## src/mouse_settings.svh

```systemverilog
// --------------------------------------
// ps/2 mouse front end settings
// cursor range, widths and timer lengths
// --------------------------------------
`ifndef MOUSE_SETTINGS_SVH
`define MOUSE_SETTINGS_SVH

// clamp limits of the absolute cursor, in pixels
`define MOUSE_MAX_X 640
`define MOUSE_MAX_Y 480

// width of the x and y position registers
`define MOUSE_POS_BITS 12

// one movement packet is three frames of 11 bits
`define PS2_PACKET_BITS 33

// hold time after each clean clock edge, in clk cycles
// kept short so a simulation run stays quick
`define PS2_DEBOUNCE_CYCLES 4

// idle time on the ps/2 clock that ends a packet
// must be longer than the gap between bytes and shorter than the gap between packets
`define PS2_GAP_CYCLES 64

`endif

```

## src/mouse_pkg.sv

```systemverilog
// --------------------------------------
// ps/2 mouse package
// frame, packet and report types
// --------------------------------------
`include "mouse_settings.svh"

package mouse_pkg;

  // one serial frame as it sits in the shift register
  // the start bit arrives first and so ends up in the lsb
  typedef struct packed {
    logic       stop;
    logic       parity;
    logic [7:0] data;
    logic       start;
  } ps2_frame_t;

  // number of frames in one movement packet
  localparam int ps2_frames = `PS2_PACKET_BITS / $bits(ps2_frame_t);

  // frame 0 is the status byte, frame 1 is x and frame 2 is y
  typedef ps2_frame_t [ps2_frames-1:0] ps2_packet_t;

  // decoded packet handed to the cursor tracker
  // dx and dy take their sign bit from the status byte
  typedef struct packed {
    logic              left;
    logic              middle;
    logic              right;
    logic signed [8:0] dx;
    logic signed [8:0] dy;
  } mouse_report_t;

  // receive FSM states
  typedef enum logic [1:0] {
    rx_idle,
    rx_gather,
    rx_verify,
    rx_use
  } rx_state_t;

  typedef logic [`MOUSE_POS_BITS-1:0] pos_t;
  typedef logic [5:0] bit_count_t;

endpackage

```

## src/mouse_ifs.sv

```systemverilog
// --------------------------------------
// mouse receive path interfaces
// --------------------------------------
`timescale 1ns/1ps

// raw bits from the shifter, seen by the control FSM and the decoder
interface rx_bits_if;
  import mouse_pkg::*;

  ps2_packet_t packet;
  bit_count_t  bit_count;
  logic        gap_timeout;
  logic        load;

  modport shifter (output packet, output bit_count, output gap_timeout);
  modport control (input bit_count, input gap_timeout, output load);
  modport decoder (input packet, input load);
endinterface

// decoded report from the decoder to the cursor tracker
interface report_if;
  import mouse_pkg::*;

  mouse_report_t report;
  logic          valid;

  modport source (output report, output valid);
  modport sink (input report, input valid);
endinterface

```

## src/cursor_tracker.sv

```systemverilog
// --------------------------------------
// cursor tracker
// turns signed movement into a clamped absolute x/y position
// --------------------------------------
`timescale 1ns/1ps
`include "mouse_settings.svh"

module cursor_tracker #(
  parameter int max_x = `MOUSE_MAX_X,
  parameter int max_y = `MOUSE_MAX_Y
) (
  input  logic           clk,
  input  logic           reset,
  report_if.sink         rep,
  output mouse_pkg::pos_t mx,
  output mouse_pkg::pos_t my,
  output logic [2:0]     btn_click,
  output logic           move
);

  import mouse_pkg::*;

  logic [8:0] mag_x;
  logic [8:0] mag_y;

  // magnitude of a 9 bit two's complement delta, -256 gives 256
  function automatic logic [8:0] magnitude(input logic signed [8:0] d);
    return d[8] ? (~d + 9'd1) : d;
  endfunction

  // one step up with a ceiling at limit, or down with a floor at 0
  function automatic pos_t step_clamped(input pos_t pos, input logic [8:0] mag,
                                        input logic up, input pos_t limit);
    logic [`MOUSE_POS_BITS:0] sum;
    sum = {1'b0, pos} + mag;
    if (up)
      return (sum > limit) ? limit : sum[`MOUSE_POS_BITS-1:0];
    return (pos > mag) ? pos - mag : '0;
  endfunction

  assign mag_x = magnitude(rep.report.dx);
  assign mag_y = magnitude(rep.report.dy);

  // y counts downward on screen, so a positive dy moves the cursor up
  always_ff @(posedge clk)
  begin
    if (reset)
    begin
      mx        <= '0;
      my        <= '0;
      btn_click <= '0;
      move      <= 1'b0;
    end
    else
    begin
      move <= rep.valid;
      if (rep.valid)
      begin
        mx        <= step_clamped(mx, mag_x, !rep.report.dx[8], pos_t'(max_x));
        my        <= step_clamped(my, mag_y, rep.report.dy[8], pos_t'(max_y));
        btn_click <= {rep.report.left, rep.report.middle, rep.report.right};
      end
    end
  end

endmodule

```

## src/mouse_packet_decoder.sv

```systemverilog
// --------------------------------------
// mouse packet decoder
// checks framing and parity, registers buttons and deltas
// --------------------------------------
`timescale 1ns/1ps

module mouse_packet_decoder (
  input  logic       clk,
  input  logic       reset,
  rx_bits_if.decoder rx,
  output logic       packet_good,
  report_if.source   rep
);

  import mouse_pkg::*;

  ps2_packet_t           pkt;
  logic [ps2_frames-1:0] frame_ok;
  mouse_report_t         report_q;
  logic                  valid_q;

  assign pkt = rx.packet;

  // each frame needs a low start bit, a high stop bit and odd parity
  // over the data byte together with its parity bit
  always_comb
  begin
    for (int i = 0; i < ps2_frames; i++)
    begin
      frame_ok[i] = !pkt[i].start && pkt[i].stop && (^{pkt[i].data, pkt[i].parity});
    end
  end

  assign packet_good = &frame_ok;

  // status byte layout is yv, xv, ys, xs, 1, m, r, l
  // the overflow bits are not used
  always_ff @(posedge clk)
  begin
    if (rx.load)
    begin
      report_q.left   <= pkt[0].data[0];
      report_q.right  <= pkt[0].data[1];
      report_q.middle <= pkt[0].data[2];
      report_q.dx     <= {pkt[0].data[4], pkt[1].data};
      report_q.dy     <= {pkt[0].data[5], pkt[2].data};
    end
  end

  // valid follows load by one cycle
  always_ff @(posedge clk)
  begin
    if (reset)
      valid_q <= 1'b0;
    else
      valid_q <= rx.load;
  end

  assign rep.report = report_q;
  assign rep.valid  = valid_q;

endmodule

```

## src/mouse_rx_control.sv

```systemverilog
// --------------------------------------
// mouse receive control
// decides when a packet is complete and whether to accept it
// --------------------------------------
`timescale 1ns/1ps
`include "mouse_settings.svh"

module mouse_rx_control (
  input  logic       clk,
  input  logic       reset,
  input  logic       fall_pulse,
  input  logic       packet_good,
  rx_bits_if.control rx
);

  import mouse_pkg::*;

  localparam bit_count_t full_count = bit_count_t'(`PS2_PACKET_BITS);

  rx_state_t state;
  rx_state_t state_next;

  always_ff @(posedge clk)
  begin
    if (reset)
      state <= rx_idle;
    else
      state <= state_next;
  end

  always_comb
  begin
    state_next = state;
    case (state)
      // the first falling edge starts a packet
      rx_idle:
        if (fall_pulse)
          state_next = rx_gather;
      // the watchdog marks the end of the burst
      // the count is still valid in the expiry cycle
      rx_gather:
        if (rx.gap_timeout)
          state_next = (rx.bit_count == full_count) ? rx_verify : rx_idle;
      // framing and parity of all three frames decide
      rx_verify:
        state_next = packet_good ? rx_use : rx_idle;
      rx_use:
        state_next = rx_idle;
      default:
        state_next = rx_idle;
    endcase
  end

  // one cycle load, two cycles after the watchdog fires
  assign rx.load = (state == rx_use);

endmodule

```

## src/ps2_bit_shifter.sv

```systemverilog
// --------------------------------------
// ps/2 bit shifter
// collects serial bits into a packet, counts them and watches the gap
// --------------------------------------
`timescale 1ns/1ps
`include "mouse_settings.svh"

module ps2_bit_shifter (
  input  logic       clk,
  input  logic       reset,
  input  logic       fall_pulse,
  input  logic       rise_pulse,
  input  logic       data_sync,
  rx_bits_if.shifter rx
);

  import mouse_pkg::*;

  localparam int gap_bits = $clog2(`PS2_GAP_CYCLES + 1);

  logic [`PS2_PACKET_BITS-1:0] shift_q;
  bit_count_t                  count_q;
  logic [gap_bits-1:0]         gap_count;
  logic                        gap_done;

  // data is sampled on the falling clock edge and enters at the msb
  // after a full packet the first bit received sits in bit 0
  always_ff @(posedge clk)
  begin
    if (fall_pulse)
      shift_q <= {data_sync, shift_q[`PS2_PACKET_BITS-1:1]};
  end

  // an edge wins over the watchdog, the count clears one cycle after expiry
  // so a short or broken burst never runs into the next packet
  always_ff @(posedge clk)
  begin
    if (reset)
      count_q <= '0;
    else if (fall_pulse)
      count_q <= count_q + 1'b1;
    else if (gap_done)
      count_q <= '0;
  end

  // watchdog restarts on any edge and stops at its terminal count
  always_ff @(posedge clk)
  begin
    if (reset || fall_pulse || rise_pulse)
      gap_count <= '0;
    else if (!gap_done)
      gap_count <= gap_count + 1'b1;
  end

  assign gap_done = (gap_count == gap_bits'(`PS2_GAP_CYCLES - 1));

  assign rx.packet      = shift_q;
  assign rx.bit_count   = count_q;
  assign rx.gap_timeout = gap_done;

endmodule

```

## src/ps2_line_filter.sv

```systemverilog
// --------------------------------------
// ps/2 line filter
// synchronizes both lines and turns clean clock edges into pulses
// --------------------------------------
`timescale 1ns/1ps
`include "mouse_settings.svh"

module ps2_line_filter (
  input  logic clk,
  input  logic reset,
  input  logic ps2_clk,
  input  logic ps2_data,
  output logic fall_pulse,
  output logic rise_pulse,
  output logic data_sync
);

  localparam int deb_bits = $clog2(`PS2_DEBOUNCE_CYCLES + 1);

  // edge FSM, one pulse state per edge and a hold state behind it
  typedef enum logic [2:0] {
    edge_clk_h,
    edge_fall,
    edge_fall_wait,
    edge_clk_l,
    edge_rise,
    edge_rise_wait
  } edge_state_t;

  logic [1:0]          clk_sync;
  logic [1:0]          data_sync_q;
  logic [deb_bits-1:0] deb_count;
  logic                deb_done;
  edge_state_t         state;
  edge_state_t         state_next;

  // two flop synchronizers, the clock line idles high
  always_ff @(posedge clk)
  begin
    if (reset)
      clk_sync <= 2'b11;
    else
      clk_sync <= {clk_sync[0], ps2_clk};
    data_sync_q <= {data_sync_q[0], ps2_data};
  end

  assign data_sync = data_sync_q[1];

  // debounce counter restarts on every edge pulse and holds once done
  always_ff @(posedge clk)
  begin
    if (reset || fall_pulse || rise_pulse)
      deb_count <= '0;
    else if (!deb_done)
      deb_count <= deb_count + 1'b1;
  end

  assign deb_done = (deb_count == deb_bits'(`PS2_DEBOUNCE_CYCLES - 1));

  always_ff @(posedge clk)
  begin
    if (reset)
      state <= edge_clk_h;
    else
      state <= state_next;
  end

  // changes on the line are ignored in the two wait states
  always_comb
  begin
    state_next = state;
    case (state)
      edge_clk_h:     if (!clk_sync[1]) state_next = edge_fall;
      edge_fall:      state_next = edge_fall_wait;
      edge_fall_wait: if (deb_done) state_next = edge_clk_l;
      edge_clk_l:     if (clk_sync[1]) state_next = edge_rise;
      edge_rise:      state_next = edge_rise_wait;
      edge_rise_wait: if (deb_done) state_next = edge_clk_h;
      default:        state_next = edge_clk_h;
    endcase
  end

  assign fall_pulse = (state == edge_fall);
  assign rise_pulse = (state == edge_rise);

endmodule

```

## src/ps2_mouse_xy.sv

```systemverilog
// --------------------------------------
// ps/2 mouse top level
// receive only mouse front end with absolute cursor position
// --------------------------------------
`timescale 1ns/1ps

module ps2_mouse_xy (
  input  logic            clk,
  input  logic            reset,
  input  logic            ps2_clk,
  input  logic            ps2_data,
  output mouse_pkg::pos_t mx,
  output mouse_pkg::pos_t my,
  output logic [2:0]      btn_click,
  output logic            move
);

  logic fall_pulse;
  logic rise_pulse;
  logic data_sync;
  logic packet_good;

  // shifter to control and decoder
  rx_bits_if rx_bits ();

  // decoder to tracker
  report_if rep_bus ();

  ps2_line_filter u_filter (
    .clk        (clk),
    .reset      (reset),
    .ps2_clk    (ps2_clk),
    .ps2_data   (ps2_data),
    .fall_pulse (fall_pulse),
    .rise_pulse (rise_pulse),
    .data_sync  (data_sync)
  );

  ps2_bit_shifter u_shifter (
    .clk        (clk),
    .reset      (reset),
    .fall_pulse (fall_pulse),
    .rise_pulse (rise_pulse),
    .data_sync  (data_sync),
    .rx         (rx_bits.shifter)
  );

  mouse_rx_control u_control (
    .clk         (clk),
    .reset       (reset),
    .fall_pulse  (fall_pulse),
    .packet_good (packet_good),
    .rx          (rx_bits.control)
  );

  mouse_packet_decoder u_decoder (
    .clk         (clk),
    .reset       (reset),
    .rx          (rx_bits.decoder),
    .packet_good (packet_good),
    .rep         (rep_bus.source)
  );

  cursor_tracker u_tracker (
    .clk       (clk),
    .reset     (reset),
    .rep       (rep_bus.sink),
    .mx        (mx),
    .my        (my),
    .btn_click (btn_click),
    .move      (move)
  );

endmodule

```

## config.mk

```make
export PLATFORM = sky130hd
export DESIGN_NAME = ps2_mouse_xy
export DESIGN_NICKNAME = d
export VERILOG_FILES = /design/src/mouse_pkg.sv /design/src/mouse_ifs.sv /design/src/cursor_tracker.sv /design/src/mouse_packet_decoder.sv /design/src/mouse_rx_control.sv /design/src/ps2_bit_shifter.sv /design/src/ps2_line_filter.sv /design/src/ps2_mouse_xy.sv
export VERILOG_INCLUDE_DIRS = /design/src
export SDC_FILE = /design/constraint.sdc
export NUM_CORES = 1
export LEC_CHECK = 0
export BUFFER_PORTS_ARGS = -buffer_cell sky130_fd_sc_hd__buf_2
export CAP_MARGIN = 20
export CORE_UTILIZATION = 45
export CTS_CLUSTER_SIZE = 16
export DETAILED_ROUTE_END_ITERATION = 7
export RECOVER_POWER = 50
export SYNTH_ARGS = -nofsm -noshare
export SYNTH_HDL_FRONTEND = slang
export SYNTH_HIERARCHICAL = 1
export SYNTH_SLANG_ARGS = --single-unit
```

## constraint.sdc

```tcl
create_clock -name clk -period 7.7 [get_ports clk]
set_input_delay 0.77 -clock clk [delete_from_list [all_inputs] [get_ports clk]]
set_output_delay 0.77 -clock clk [all_outputs]
set_load 0.05 [all_outputs]
```

# Word-level counts from Yosys, hierarchy flattened
# Cells that the tools add are included.
[totals]
in_bits = 4
wordCells = 98
out_inout_bits = 28
regBits = 108
[classes]
magnitude_cmp = 4
n_reduce_logical = 20
bitwise_logic = 2
muxes = 28
eq_ne = 17
add_sub_neg = 9
[ops]
columns = ["operator", "count"]
rows = [
  ["12-bit 2-to-1 mux", 8],
  ["9-bit parity", 3],
  ["12-bit by 9-bit adder with 13-bit output", 2],
  ["12-bit by 9-bit greater-than comparator with 1-bit output", 2],
  ["12-bit by 9-bit subtractor with 12-bit output", 2],
  ["9-bit by 1-bit adder with 9-bit output (second input constant)", 2],
  ["9-bit 2-to-1 mux", 2],
  ["9-bit inverter", 2],
  ["3-bit one-hot mux with 6 select lines", 1],
  ["13-bit by 10-bit greater-than comparator with 1-bit output (second input constant)", 1],
  ["13-bit by 9-bit greater-than comparator with 1-bit output (second input constant)", 1],
  ["3-bit 2-to-1 mux", 4],
  ["6-bit 2-to-1 mux", 2],
  ["3-bit by 2-bit == test with 1-bit output (second input constant)", 3],
  ["2-bit 2-to-1 mux", 4],
  ["2-bit one-hot mux with 4 select lines", 1],
  ["7-bit by 1-bit adder with 7-bit output (second input constant)", 1],
  ["7-bit by 6-bit == test with 1-bit output (second input constant)", 1],
  ["6-bit by 1-bit adder with 6-bit output (second input constant)", 1],
  ["3-bit == test (second input constant)", 2],
  ["6-bit == test (second input constant)", 1],
  ["1-bit logical AND", 6],
  ["1-bit 2-to-1 mux", 6],
  ["2-bit by 1-bit != test with 1-bit output (second input constant)", 3],
  ["other kinds (13)", 19],
]

# Depth between registers and ports, before layout
[depth]
word_depth = 8
ltp_mapped = 17
mapped_depth_nobuf = 16

# Hierarchy
# The synthesis kept the hierarchy.
[modules_own_cells]
columns = ["module", "cells_per_inst", "area_each_um2", "n_inst"]
rows = [
  ["cursor_tracker", 477, 3570.9, 1],
  ["ps2_bit_shifter", 105, 1625.3, 1],
  ["mouse_packet_decoder", 48, 930.9, 1],
  ["ps2_line_filter", 42, 407.9, 1],
  ["mouse_rx_control", 14, 133.9, 1],
]

# Least setup slack after synthesis
# No wires, ideal clock.
[synth_timing]
kind = "reg2reg"
from = "register u_filter.state[1]"
to = "register u_shifter.count_q[3] (netlist: u_shifter/rx.bit_count[3])"
stages_incl_launch_ff = 6
t_required_ns = 7.626
t_arrival_ns = 4.287
setup_slack_ns = 3.339
n_path_buf = 1
setup_ns = 0.074
synth_period_minus_slack_ns = 4.361
cell_sequence = "dfxtp_1 -> buf_2 -> nor3b_1 -> inv_1 -> or3_1 -> a31oi_1"
[synth_via]
elab_chain_len = 2
[synth_lines]
columns = ["item", "line", "text"]
rows = [
  ["start, declared", "ps2_line_filter.sv:34", "edge_state_t state;"],
  ["start signal, assigned", "ps2_line_filter.sv:63", "state <= edge_clk_h;"],
  ["start signal, assigned", "ps2_line_filter.sv:65", "state <= state_next;"],
  ["3-bit by 1-bit == test with 1-bit output (*)", "ps2_line_filter.sv:83", "assign fall_pulse = (state == edge_fall);"],
  ["via fall_pulse", "ps2_mouse_xy.sv:18", "logic fall_pulse;"],
  ["6-bit 2-to-1 mux / 2-bit nonzero test (equally long branches)", "-", ""],
  ["end signal, assigned", "ps2_bit_shifter.sv:41", "count_q <= count_q + 1'b1;"],
  ["end, declared", "ps2_bit_shifter.sv:22", "bit_count_t count_q;"],
]
# The timed path passes the listed nets; every way through them passes the cells marked *.
# A chain may end at the register's enable or synchronous reset.

# Worst setup path in the final report
[layout_timing]
from = "register u_decoder.report_q, in the netlist u_decoder/rep.report[9]"
to = "register u_tracker.mx[2]"
[layout_via]
elab_chain_len = 8
[layout_lines]
columns = ["item", "line", "text"]
rows = [
  ["start, declared", "mouse_packet_decoder.sv:19", "mouse_report_t report_q;"],
  ["9-bit inverter", "cursor_tracker.sv:28", "return d[8] ? (~d + 9'd1) : d;"],
  ["9-bit by 1-bit adder with 9-bit output", "cursor_tracker.sv:28", ""],
  ["9-bit 2-to-1 mux (*)", "cursor_tracker.sv:28", ""],
  ["12-bit by 9-bit adder with 13-bit output", "cursor_tracker.sv:35", "sum = {1'b0, pos} + mag;"],
  ["13-bit by 10-bit greater-than comparator with 1-bit output", "cursor_tracker.sv:37", "return (sum > limit) ? limit : sum[`MOUSE_POS_BITS-1:0];"],
  ["12-bit 2-to-1 mux", "cursor_tracker.sv:37", ""],
  ["12-bit 2-to-1 mux", "cursor_tracker.sv:36", "if (up)"],
  ["12-bit 2-to-1 mux (*)", "cursor_tracker.sv:38", "return (pos > mag) ? pos - mag : '0;"],
  ["end signal, assigned", "cursor_tracker.sv:59", "mx <= step_clamped(mx, mag_x, !rep.report.dx[8], pos_t'(max_x));"],
  ["end, declared", "cursor_tracker.sv:15", "output mouse_pkg::pos_t mx,"],
]
# Every way passes the cells marked *; elsewhere a longest branch is shown, timed or not. The select of a mux whose other input is x is not followed.

==> implementation parameters <==
Parameter                              Value

Run status
  Result of the run    complete, but fails checks
  Violated checks    capacitance limit, slew limit

CTS
  Number of buffers inserted for hold repair after clock tree synthesis    0
  H-Tree Depth    3
  Clk slew on worst S/H paths    roughly 80 ps
  Later-pin clock latency in the skew report    between 300 and 400 ps
  TritonCTS clock tree    yes
  Total setup buffers inserted after CTS    0
  Worst-case clock buffer depth    2
  Clock sink count    around 110
  Number of buffers created by CTS    9
  PostCTS Resize Cnt    0
  CTS Root Buffer Type    sky130_fd_sc_hd__clkbuf_16

Global routing
  Wire length of the first global-routing pass    between 20000 and 25000 µm
  Initial antenna violation count    0
  Number of global-route vias before repair    4678
  Aggregate global routing overflow    0
  Pin count of the biggest net entering global routing    50
  Global-route usage over all layers    19.4%

Synthesis
  Synthesized Nets    approximately 740
  Area of the mapped netlist    0.00667 mm²
  Share of synthesized registers carrying an async set or reset    0%
  Flop and latch count out of synthesis    108
  Top FF cell, synth    sky130_fd_sc_hd__edfxtp_1
  Average footprint of a synthesized cell    9.72 µm²
  Count of warnings emitted by yosys    6
  EDFF count, synth    54
  Gate count of the mapped netlist    686
  Number of different library cells in the post-synthesis netlist    between 80 and 90
  Part of the Yosys area used for sequential elements    40.5%

Place
  GP Congestion    0.913
  Count of buffers inserted at the top-level ports    31
  Number of placed cells counting well taps    between 800 and 900
  Half-perimeter wire length of the detailed placement result    approximately 10000 µm

Worst hold path
  Number of cells on the worst hold path    0
  Worst hold endpoint    u_filter/data_sync_q[1]
  Hold WC Path Type    register to register
  Min-delay src    u_filter/data_sync_q[0]

Timing
  Total negative slack for setup checks    0 ps
  Time the worst path needs with I/O delays and setup    4160 ps
  Setup repair after global routing missed its margin    false
  Measured slew at the worst slew-check pin    2520 ps
  Final number of setup-violating endpoints    0
  Headroom to the max-slew limit    -67.8%
  Max Clock Skew    between 9 and 10 ps
  Final hold vios    0
  Final max-slew violation count    98
  Maximum clock rate    241 MHz
  Final worst path period share    54.0%

Finish
  Area growth from synthesis to layout    7.90%
  Most common cell after layout, fill and taps aside    sky130_fd_sc_hd__nor2_1
  Top library cells by usage in the layout, fill and taps aside    56 x sky130_fd_sc_hd__nor2_1, 54 x sky130_fd_sc_hd__dfxtp_1, 54 x sky130_fd_sc_hd__edfxtp_1, 48 x sky130_fd_sc_hd__xnor2_1, 47 x sky130_fd_sc_hd__ha_1
  Number of standard cells in the layout, taps in and fillers out    roughly 890
  Antenna cells    0
  Total Nets Final    755
  Share of cells above drive strength 1    9.93%

Drt
  Drt initial violations    368
  First-pass DRT Iterations    5
  Number of vias per cell    about 5.7
  Antenna violation net count after detailed routing    0
  DRT Wirelength    14200 µm
  Detailed-route wire length per cell    between 15 and 20 µm
  Vias    5093
  Detailed-route DRC error count    0

Floorplanning
  Overall die width    124 µm
  Area of the core    about 0.014 mm²
  Starting density of the core    a little under half
  Count of pins on the block boundary    32
  Die Y    124 µm
  Rows    44
  Total die area    0.0153 mm²

Power
  Leak Pwr    between 2 and 3 nW
  Pwr Density    163 mW/mm²
  Total chip power    1.17 mW
  Worst IR drop on VDD    0.000119 V

Critical path
  Critical path start-end classification    register to register
  FF-to-FF Start    u_decoder/rep.report[9]
  Largest fanout on the critical path    12
  Critical path capture point type    register
  Flop-to-flop setup slack    3540 ps
  Setup crit start kind    register
  Standard cell with the maximum stage delay on the critical path    sky130_fd_sc_hd__o31ai_2
  Worst path arrival time    4300 ps
  Endpoint required time on the critical path    7840 ps
  Critical Path Max Stage Delay    approximately 740 ps
  Reg2Reg Depth    13
  Worst-path cell chain    inv_1 -> ha_1 -> nand2_1 -> or3_1 -> or4_1 -> ha_1 -> inv_1 -> or3_1 -> a2bb2oi_2 -> o31ai_2 -> o21ai_0 -> a31oi_1 -> nor3_1
  Endpoint of the lowest-slack register-to-register path    u_tracker/mx[2]

Job
  Max_cap viols    2
==> cell type report <==
type                            instances  area (µm²)
Fill cell                            1366        7280
Multi-Input combinational cell        502        3630
Sequential cell                       108        2700
Tap cell                              184         230
Clock buffer                            9         225
Inverter                               46         173
Timing Repair Buffer                   33         165
Clock inverter                          7        67.6
==> how the worst max path moves through the flow <==
stage / to / from / cells after the start / slack, ps
floorplan: u_shifter/rx.bit_count[3] / u_filter/state[1] / 5 / 3340
global placement: u_tracker/mx[6] / u_decoder/rep.report[9] / 13 / 3800
detailed placement: u_tracker/mx[2] / u_decoder/rep.report[9] / 13 / 3700
CTS: u_tracker/mx[3] / u_decoder/rep.report[9] / 13 / 3670
global route: u_tracker/mx[6] / u_decoder/rep.report[9] / 13 / 3260
finish: u_tracker/mx[2] / u_decoder/rep.report[9] / 13 / 3540
==> sequential cells by signal (all words and copies together), names as in the netlist, 6 cells and up <==
name / count
u_decoder/rep.report: 21
u_shifter/rx.packet: 33
u_shifter/rx.bit_count: 6
u_shifter/gap_count: 7
u_tracker/mx: 12
u_tracker/my: 12
==> where the power goes <==
group / internal [mW] / switching (mW) / total (mW)
Sequential: 0.626 / 0.0166 / 0.642
Clock: 0.228 / 0.230 / 0.458
Combinational: 0.0333 / 0.0368 / 0.0701
Total: 0.887 / 0.284 / 1.17
==> worst max-delay path, delay by kind of cell (launching register included) <==
kind                       cells  cell delay, ps
and+or+nand+nor                5            1300
AOI/OAI and AO/OA              4            1300
adders and majority gates      2             650
DFF                            1             460
buffers and inverters          2             210
==> Yosys cell counts (all sizes together), types with 4 or more instances <==
master | count | area share [%]
edfxtp | 54 | 24
nand2 | 37 | 2.1
or4 | 6 | 0.73
buf | 12 | 1.3
a211oi | 11 | 1.3
clkbuf | 18 | 1.0
a31oi | 15 | 1.4
dfxtp | 54 | 16
nor4 | 4 | 0.47
nand3 | 16 | 1.2
xor2 | 10 | 1.3
fa | 4 | 1.2
nand3b | 4 | 0.45
nor2 | 56 | 3.2
or2 | 7 | 0.66
a21oi | 29 | 2.2
mux2i | 7 | 1.1
xnor2 | 49 | 6.7
inv | 45 | 2.5
o21a | 4 | 0.45
nor3 | 22 | 1.8
nor3b | 6 | 0.68
o211ai | 6 | 0.68
nand4 | 4 | 0.38
a211o | 4 | 0.53
ha | 47 | 8.8
o21ai | 41 | 3.1
and2 | 6 | 0.58
o31ai | 6 | 0.90
a311oi | 7 | 0.92
nor2b | 10 | 0.94
or3 | 12 | 1.1
nand2b | 16 | 1.5
==> routing by layer <==
| layer | global-route usage [%] | up-vias | share of wire (%) |
|---|---|---|---|
| li1 | - | 2502 | - |
| met1 | 26.2 | 2427 | 47 |
| met2 | 31.3 | 144 | 46 |
| met3 | 4.03 | 20 | 5.1 |
| met4 | 5.57 | 0 | 1.4 |
| met5 | 0 | - | 0 |
==> per-stage QoR <==
stage          util (%)  area, µm²  hold slack, ps  setup slack, ps
2_1_floorplan         -       6670             310             3340
3_3_place_gp       47.8       6920             317             3800
3_5_place_dp       47.8       6920             318             3700
4_1_cts            49.8       7210             336             3670
5_1_grt            49.7       7200             347             3260
6_report           49.7       7200             331             3540
==> cell families (layout without fill, tap and decap cells) <==
group	Yosys count	count (layout)	synth area share [%]
fa+ha+maj	51	51	10.0
buf+inv	76	95	4.90
xor+xnor	62	62	9.06
flops	108	108	40.5
compound gates	161	161	16.7
mux	9	9	1.39
simple gates	219	219	17.4
Power figures use the tool's default switching activity.
